===== src/nes_bus_pkg.sv =====
package nes_bus_pkg;

	// NTSC master clock division
	localparam int cpu_div_n = 12;  // Master clocks per CPU cycle
	localparam int ppu_div_n = 4;   // Master clocks per PPU cycle
	localparam int cpu_cnt_w = $clog2(cpu_div_n + 1);
	localparam int ppu_cnt_w = $clog2(ppu_div_n + 1);

	// Fixed bus addresses
	localparam logic [15:0] oam_dma_addr = 16'h4014;   // Write here starts sprite DMA
	localparam logic [15:0] oam_data_addr = 16'h2004;  // Sprite DMA target
	localparam logic [15:0] ppu_base = 16'h2000;       // Start of register space
	localparam logic [15:0] apu_end = 16'h4018;        // First address past register space

	localparam int sprite_bytes = 256;  // Bytes per sprite DMA
	localparam int mem_addr_w = 22;     // External memory address width

	// Sprite DMA states
	// Bit 1 set means the transfer owns or skips the current slot
	typedef enum logic [1:0] {
		spr_idle = 2'b00,
		spr_pending = 2'b01,  // Waiting for a CPU read on an odd cycle
		spr_active = 2'b11,   // Even read, odd write
		spr_resume = 2'b10    // Odd cycle lost to a DMC fetch
	} spr_state_t;

	// DMC sample fetch states
	typedef enum logic {
		dmc_idle = 1'b0,
		dmc_armed = 1'b1  // Fetch runs on the next even cycle
	} dmc_state_t;

	// Bus request straight from the CPU
	typedef struct packed {
		logic [15:0] addr;
		logic [7:0] data;
		logic rnw;  // 1 = read
	} cpu_bus_t;

	// System bus after CPU/DMA selection
	typedef struct packed {
		logic [15:0] addr;
		logic [7:0] data;
		logic read;
		logic write;
	} sys_bus_t;

	// PRG or CHR memory request
	typedef struct packed {
		logic [mem_addr_w-1:0] addr;
		logic [7:0] data;
		logic read;
		logic write;
	} mem_req_t;

	// External memory port
	typedef struct packed {
		logic [mem_addr_w-1:0] addr;
		logic [7:0] dout;
		logic read_cpu;  // Result goes to the CPU latch
		logic read_ppu;  // Result goes to the PPU latch
		logic write;
	} mem_port_t;

endpackage


===== src/clock_divider.sv =====
`timescale 1ns/1ps

module clock_divider import nes_bus_pkg::*; (
	input logic clk,
	input logic reset,
	output logic cpu_ce,
	output logic ppu_ce,
	output logic cart_window,
	output logic odd_cycle
);

	// Master cycle layout, NTSC
	// Cyc 123456789ABC
	// CPU -----------C
	// PPU ---P---P---P
	logic [cpu_cnt_w-1:0] cpu_cnt;  // Runs 1..cpu_div_n
	logic [ppu_cnt_w-1:0] ppu_cnt;  // Runs 1..ppu_div_n

	assign cpu_ce = (cpu_cnt == cpu_cnt_w'(cpu_div_n));  // Last master clock of the CPU cycle
	assign ppu_ce = (ppu_cnt == ppu_cnt_w'(ppu_div_n));

	// Cart access window, first PPU slot of each CPU cycle
	assign cart_window = (cpu_cnt >= cpu_cnt_w'(1)) && (cpu_cnt <= cpu_cnt_w'(ppu_div_n));

	always_ff @(posedge clk) begin
		if (reset) begin
			cpu_cnt <= cpu_cnt_w'(1);
			ppu_cnt <= ppu_cnt_w'(1);
			odd_cycle <= 1'b0;  // First CPU cycle is even
		end else begin
			// Wrap back to 1 on the enable clock
			if (cpu_ce) begin
				cpu_cnt <= cpu_cnt_w'(1);
			end else begin
				cpu_cnt <= cpu_cnt + 1'b1;
			end

			if (ppu_ce) begin
				ppu_cnt <= ppu_cnt_w'(1);
			end else begin
				ppu_cnt <= ppu_cnt + 1'b1;
			end

			// APU style get/put phase
			if (cpu_ce) begin
				odd_cycle <= ~odd_cycle;
			end
		end
	end

endmodule


===== src/dma_controller.sv =====
`timescale 1ns/1ps

module dma_controller import nes_bus_pkg::*; (
	input logic clk,
	input logic reset,
	input logic cpu_ce,
	input logic odd_cycle,        // Parity of the current CPU cycle
	input logic sprite_trigger,   // Write to oam_dma_addr seen on the bus
	input logic cpu_read,         // CPU sits in a read cycle
	input logic [7:0] sprite_page,
	input logic [7:0] data_from_ram,
	input logic dmc_trigger,      // Held until dmc_ack
	input logic [15:0] dmc_addr,
	output sys_bus_t dma_bus,
	output logic dma_enable,      // DMA owns the system bus
	output logic dmc_ack,
	output logic pause_cpu
);

	spr_state_t spr_state;
	dmc_state_t dmc_state;
	logic [7:0] spr_page;                         // High byte of the source
	logic [$clog2(sprite_bytes)-1:0] spr_idx;     // Low byte of the source
	logic [$clog2(sprite_bytes):0] idx_inc;       // Index plus one, top bit is the carry
	logic [7:0] spr_latch;                        // Byte read on the last even slot

	assign idx_inc = {1'b0, spr_idx} + 1'b1;

	// DMC fetch takes the even slot it was armed for
	assign dmc_ack = (dmc_state == dmc_armed) && !odd_cycle;
	assign dma_enable = dmc_ack || (spr_state == spr_active);

	// CPU stays halted while anything is queued or running
	assign pause_cpu = (spr_state != spr_idle) || dmc_trigger || (dmc_state == dmc_armed);

	always_comb begin
		if (dmc_ack) begin
			dma_bus.addr = dmc_addr;
		end else if (odd_cycle) begin
			dma_bus.addr = oam_data_addr;  // Odd slot writes OAMDATA
		end else begin
			dma_bus.addr = {spr_page, spr_idx};
		end
		dma_bus.data = spr_latch;
		dma_bus.read = dma_enable && !odd_cycle;  // Reads even, writes odd
		dma_bus.write = dma_enable && odd_cycle;
	end

	always_ff @(posedge clk) begin
		if (reset) begin
			spr_state <= spr_idle;
			dmc_state <= dmc_idle;
			spr_idx <= '0;
		end else if (cpu_ce) begin
			// DMC arms only on an even read cycle
			case (dmc_state)
				dmc_idle: begin
					if (dmc_trigger && cpu_read && !odd_cycle) begin
						dmc_state <= dmc_armed;
					end
				end
				dmc_armed: begin
					if (!odd_cycle) begin
						dmc_state <= dmc_idle;  // Fetch done this cycle
					end
				end
				default: dmc_state <= dmc_idle;
			endcase

			if (sprite_trigger) begin
				spr_state <= spr_pending;
				spr_idx <= '0;
			end else begin
				case (spr_state)
					spr_pending: begin
						// Start so that the first slot is even
						if (cpu_read && odd_cycle) begin
							spr_state <= spr_active;
						end
					end
					spr_active: begin
						if (dmc_ack) begin
							spr_state <= spr_resume;  // Even slot lost, skip the odd one
						end else if (odd_cycle) begin
							spr_idx <= idx_inc[$clog2(sprite_bytes)-1:0];
							if (idx_inc[$clog2(sprite_bytes)]) begin
								spr_state <= spr_idle;  // 256th write done
							end
						end
					end
					spr_resume: spr_state <= spr_active;  // Same index again
					default: spr_state <= spr_idle;
				endcase
			end
		end
	end

	// Payload, no reset needed
	always_ff @(posedge clk) begin
		if (cpu_ce) begin
			if (sprite_trigger) begin
				spr_page <= sprite_page;
			end
			if ((spr_state == spr_active) && !odd_cycle && !dmc_ack) begin
				spr_latch <= data_from_ram;  // Sprite byte for the next odd slot
			end
		end
	end

endmodule


===== src/memory_multiplex.sv =====
`timescale 1ns/1ps

module memory_multiplex import nes_bus_pkg::*; (
	input logic clk,
	input logic reset,
	input logic ppu_ce,
	input mem_req_t prg_req,
	input mem_req_t chr_req,
	output mem_port_t mem
);

	// PPU wins the port, PRG waits for an idle PPU slot
	logic chr_busy;
	logic saved_prg_read;   // PRG read held back by CHR traffic
	logic saved_prg_write;  // PRG write held back by CHR traffic

	assign chr_busy = chr_req.read || chr_req.write;

	always_comb begin
		if (chr_busy) begin
			mem.addr = chr_req.addr;
			mem.write = chr_req.write;
		end else begin
			mem.addr = prg_req.addr;
			mem.write = prg_req.write || (saved_prg_write && ppu_ce);  // Held write goes on a PPU slot
		end
		mem.read_ppu = chr_req.read;
		mem.read_cpu = !chr_busy && (prg_req.read || (saved_prg_read && ppu_ce));
		mem.dout = chr_req.write ? chr_req.data : prg_req.data;  // Write data follows the owner
	end

	always_ff @(posedge clk) begin
		if (reset) begin
			saved_prg_read <= 1'b0;
			saved_prg_write <= 1'b0;
		end else if (ppu_ce) begin
			if (chr_busy) begin
				// Collect PRG requests while CHR holds the port
				saved_prg_read <= prg_req.read || saved_prg_read;
				saved_prg_write <= prg_req.write || saved_prg_write;
			end else begin
				// Port was free this slot, held access went out
				saved_prg_read <= 1'b0;
				saved_prg_write <= 1'b0;
			end
		end
	end

endmodule


===== src/nes_bus_core.sv =====
`timescale 1ns/1ps

module nes_bus_core import nes_bus_pkg::*; (
	input logic clk,
	input logic reset,
	input cpu_bus_t cpu,               // Request from the external CPU
	input logic dmc_trigger,
	input logic [15:0] dmc_addr,
	input mem_req_t chr_req,           // PPU pattern fetches
	input logic [7:0] memory_din_cpu,  // Memory data for the CPU side
	output logic cpu_ce,
	output logic ppu_ce,
	output logic odd_cycle,
	output logic pause_cpu,
	output logic dmc_ack,
	output sys_bus_t sys_bus,
	output mem_port_t mem
);

	logic cart_window;
	logic dma_enable;
	logic sprite_trigger;
	logic prg_range;   // Address outside PPU/APU register space
	sys_bus_t dma_bus;
	mem_req_t prg_req;

	clock_divider u_clock_divider (
		.clk(clk),
		.reset(reset),
		.cpu_ce(cpu_ce),
		.ppu_ce(ppu_ce),
		.cart_window(cart_window),
		.odd_cycle(odd_cycle)
	);

	// Bus owner: DMA when it asks, else the CPU
	always_comb begin
		if (dma_enable) begin
			sys_bus = dma_bus;
		end else begin
			sys_bus.addr = cpu.addr;
			sys_bus.data = cpu.data;
			sys_bus.read = cpu.rnw;
			sys_bus.write = !cpu.rnw;
		end
	end

	assign sprite_trigger = sys_bus.write && (sys_bus.addr == oam_dma_addr);

	dma_controller u_dma_controller (
		.clk(clk),
		.reset(reset),
		.cpu_ce(cpu_ce),
		.odd_cycle(odd_cycle),
		.sprite_trigger(sprite_trigger),
		.cpu_read(cpu.rnw),
		.sprite_page(sys_bus.data),       // Page byte written to OAMDMA
		.data_from_ram(memory_din_cpu),
		.dmc_trigger(dmc_trigger),
		.dmc_addr(dmc_addr),
		.dma_bus(dma_bus),
		.dma_enable(dma_enable),
		.dmc_ack(dmc_ack),
		.pause_cpu(pause_cpu)
	);

	// Registers at 0x2000..0x4017 never reach memory
	assign prg_range = (sys_bus.addr < ppu_base) || (sys_bus.addr >= apu_end);

	always_comb begin
		prg_req.addr = {{(mem_addr_w - 16){1'b0}}, sys_bus.addr};
		prg_req.data = sys_bus.data;
		prg_req.read = sys_bus.read && prg_range && cart_window;  // Only in the cart slot
		prg_req.write = sys_bus.write && prg_range && cart_window;
	end

	memory_multiplex u_memory_multiplex (
		.clk(clk),
		.reset(reset),
		.ppu_ce(ppu_ce),
		.prg_req(prg_req),
		.chr_req(chr_req),
		.mem(mem)
	);

endmodule


===== config.mk =====
export PLATFORM = sky130hd
export DESIGN_NAME = nes_bus_core
export DESIGN_NICKNAME = d
export VERILOG_FILES = /design/src/nes_bus_pkg.sv /design/src/clock_divider.sv /design/src/dma_controller.sv /design/src/memory_multiplex.sv /design/src/nes_bus_core.sv
export SDC_FILE = /design/constraint.sdc
export NUM_CORES = 1
export LEC_CHECK = 0
export BUFFER_PORTS_ARGS = -buffer_cell sky130_fd_sc_hd__buf_2
export CORE_ASPECT_RATIO = 0.75
export CORE_MARGIN = 5
export CORE_UTILIZATION = 41
export CTS_CLUSTER_SIZE = 20
export DETAILED_ROUTE_END_ITERATION = 12
export PLACE_DENSITY = 0.78
export SYNTH_ARGS = -nofsm -noshare
export SYNTH_HDL_FRONTEND = slang
export SYNTH_SLANG_ARGS = --single-unit

===== constraint.sdc =====
create_clock -name clk -period 2.6 [get_ports clk]
set_input_delay 0.39 -clock clk [delete_from_list [all_inputs] [get_ports clk]]
set_output_delay 0.39 -clock clk [all_outputs]
set_load 0.03 [all_outputs]

==> reports/qor.csv <==
stage,metric,value,unit
outcome,status,"finished, violations left",
outcome,failed_checks,negative setup slack,
worst_setup_path,cp_cell_sequence,ha_4 > buf_8 > mux2i_4 > o211ai_4 > nor4_4 > and3_4 > o21ai_4 > a311o_2 > buf_6,
sta,hold_viol_final,0,
drt,vias_per_cell,5.39,
global_routing,gr-usage-met3,8.42,%
sta,fin_crit_sh,112,%
sta,slew_headroom,74.8,%
worst_setup_path,critPathCaptureType,output pin,
worst_setup_path,cp.required,2.21,ns
global_routing,antenna_found_initial,0,
power,p_total,1.64,mW
placement,globalplace.congestion,0.902,
floorplan,core-area,6410,sq um
logic_synthesis,ys_types,60,
worst_setup_path,path_max_fanout,10,
drt,dr.pass1.iters,5,
sta,fin_tns_setup,-0.500,ns
logic_synthesis,synth_nets,398,
logic_synthesis,ys_seq_area_share,32.9,%
clocking,cts_root_buf,clkbuf_8,
sta,fin_crit,2.91,ns
sta,clock.fmax,0.344,GHz
worst_setup_path,cp_slowest_stage_delay,0.37,ns
sta,setup_viol,2,
global_routing,grt_overflow,0,
drt,wirelength,10300,microns
worst_setup_path,cp_num_buf_inv,2,
min_path,hp-class,in2reg,
sta,slew_violations,0,
global_routing,grt_first_pass_wirelength,16000,microns
placement,numPortBuffers,147,
clocking,cts.path.max_buffers,2,
clocking,htreeDepth,2,
worst_setup_path,slowest_stage,dfxtp_2,
sta,hold_slack,0.263,ns
floorplan,start_util,42.7,%
power,power_density,391,nW/um^2
sta,grt_setup_unrepaired,yes,
worst_setup_path,path_delay_family,simple AND/OR/NAND/NOR gates,
clocking,cts.sink_count,37,
floorplan,die_w,104,microns
sta,tightest_slew,0.374,ns
logic_synthesis,syn_area_per_cell,9.04,sq um
clocking,cts_inserted_buffers,5,
global_routing,use_met2,39.8,%
global_routing,busiest_layer,met2,
global_routing,grt_usage,23.9,%
global_routing,met1_usage,30.8,%
final_layout,utilization,65.4,%
sta,fin_ws,-0.308,ns
final_layout,fin_nets,586,
power,vdd_drop_max,298,uV
logic_synthesis,synthFlopType,dfxtp_1,
worst_setup_path,critical_path_class,reg2out,
drt,drcViolationCount,0,
final_layout,synthToLayoutAreaGrowth,53.1,%
clocking,path_clk_slew,0.08,ns
drt,dr.first_iter.drc_count,144,
floorplan,die_h,80.8,microns
drt,vias,3088,
logic_synthesis,synth_edf_count,16,
logic_synthesis,ys_seq_elements,37,
global_routing,grt_max_degree,31,
worst_setup_path,worstPathArrival,2.52,ns
clocking,insertion_delay,0.29,ns
floorplan,placementRows,25,
logic_synthesis,syn_inst,303,
global_routing,grt_pass1_vias,3166,
power,p_leak,2.01,nW
logic_synthesis,ys_async_sr_fraction,0,%
logic_synthesis,synthesis.area,2740,sq um
sta,finClkSkew,0.00858,ns
worst_setup_path,start_kind,flop,
drt,ant_nets,0,
placement,dp_hpwl,8410,microns
logic_synthesis,yosys_warnings,0,
clocking,hold_buffers,0,
floorplan,pin_count,148,
floorplan,dieArea,8440,sq um
clocking,cts_tree,built,
drt,wl_per_cell,18.0,microns
final_layout,antennaDiodeCount,0,
run,drv_cap,0,
final_layout,layout-drive-gt1-share,53.3,%
==> flip-flops by register name, summed over array words and instances, names as in the netlist <==
register                            flops
u_clock_divider.cpu_cnt                 4
u_clock_divider.odd_cycle               1
u_clock_divider.ppu_cnt                 3
u_dma_controller.dmc_state              1
u_dma_controller.spr_idx                8
u_dma_controller.spr_latch              8
u_dma_controller.spr_page               8
u_dma_controller.spr_state              2
u_memory_multiplex.saved_prg_read       1
u_memory_multiplex.saved_prg_write      1
==> cells in the mapped netlist (4+ instances only) <==
library cell,count,share of area [%]
a211o_1,7,2.2
a21oi_1,21,3.8
and2b_1,7,1.9
and3_1,10,2.3
buf_2,4,0.73
clkbuf_1,7,0.96
dfxtp_1,21,15
edfxtp_1,16,18
ha_1,11,5.0
inv_1,26,3.6
mux2_2,20,8.2
nand2_1,10,1.4
nand3_1,5,0.91
nand4_1,6,1.4
nor2_1,37,5.1
nor2b_1,13,3.0
nor3_1,6,1.1
o221ai_1,6,1.9
xnor2_1,5,1.6
xor2_1,4,1.3
==> worst register-to-register path: cells and delay by family, from the launching register on <==
kind                       cells  cell delay (ns)
buffers and inverters          5             0.69
and+or+nand+nor                3             0.68
DFF                            1             0.37
muxes                          1             0.25
adders and majority gates      1             0.20
AOI/OAI and AO/OA              1             0.12
==> through the flow <==
| stage | setup slack, ns | cells | cell area, sq um |
|---|---|---|---|
| 2_1_floorplan | 0.00309 | 303 | 2840 |
| 3_3_place_gp | -0.0390 | 558 | 3920 |
| 3_5_place_dp | -0.107 | 558 | 3920 |
| 4_1_cts | -0.318 | 571 | 4110 |
| 5_1_grt | -0.374 | 573 | 4200 |
| 6_report | -0.308 | 573 | 4200 |
==> layout by cell type, fill, tap and decap left out, types with 4 or more instances in the layout <==
master	Yosys	layout
buf_4	2	45
and3_1	10	9
mux2_2	20	20
nand2_1	10	10
edfxtp_1	16	16
a21oi_1	21	20
dfxtp_1	21	18
o221ai_1	6	4
ha_1	11	10
xnor2_1	5	5
buf_6	1	5
nor3_1	6	5
nor2b_1	13	12
nor2_1	37	32
buf_2	4	145
nand3_1	5	5
inv_1	26	25
a211o_1	7	7
nand4_1	6	6
clkbuf_8	0	5
and2b_1	7	7
xor2_1	4	4
==> repair_timing <==
action                     CTS  global route
setup buffers                5             3
pin swaps                    6             8
setup endpoints to repair   14            18
gates resized for setup     14            13
==> cells by family after synthesis <==
kind of cell / count (synthesis) / share of synthesized area, %
AOI/OAI and AO/OA: 70 / 20.4
xor gates and xnor gates: 9 / 2.88
and+or+nand+nor: 109 / 22.4
buffers and inverters: 45 / 7.53
adders and majority gates: 11 / 5.02
muxes: 22 / 8.95
DFF: 37 / 32.9
==> metal layers <==
layer / wire length (microns) / vias to the layer above
li1: - / 1470
met1: 4380 / 1437
met5: 0 / -
met2: 4710 / 177
met3: 1200 / 4
met4: 36 / 0
==> power breakdown <==
part | switching [mW] | internal (mW) | leakage [nW]
sequential | 0.0102 | 0.617 | 0.316
clock | 0.224 | 0.288 | 0.0554
combinational | 0.299 | 0.200 | 1.64
==> final cells by class <==
cell class | instances | area, sq um
sequential | 37 | 905
multi-input combinational | 221 | 1810
clock buffer | 6 | 72.6
clock inverter | 2 | 38.8
inverter | 29 | 111
fill | 557 | 2220
tap | 81 | 101
timing repair buffer | 197 | 1150
==> worst paths after layout <==
| kind | depth (start not counted) | start | endpoint | slack (ns) |
|---|---|---|---|---|
| max | 9 | u_dma_controller.spr_state[1]$_SDFFE_PP0P_ | mem[0] | -0.31 |
| min | 1 | memory_din_cpu[5] | u_dma_controller.spr_latch[5]$_DFFE_PP_ | 0.26 |
| max reg2reg | 11 | u_dma_controller.spr_state[1]$_SDFFE_PP0P_ | u_dma_controller.spr_page[1]$_DFFE_PP_ | 0.02 |
| min reg2reg | 1 | u_clock_divider.ppu_cnt[0]$_SDFF_PP1_ | u_clock_divider.ppu_cnt[0]$_SDFF_PP1_ | 0.42 |
(Power assumes the default switching activity.)
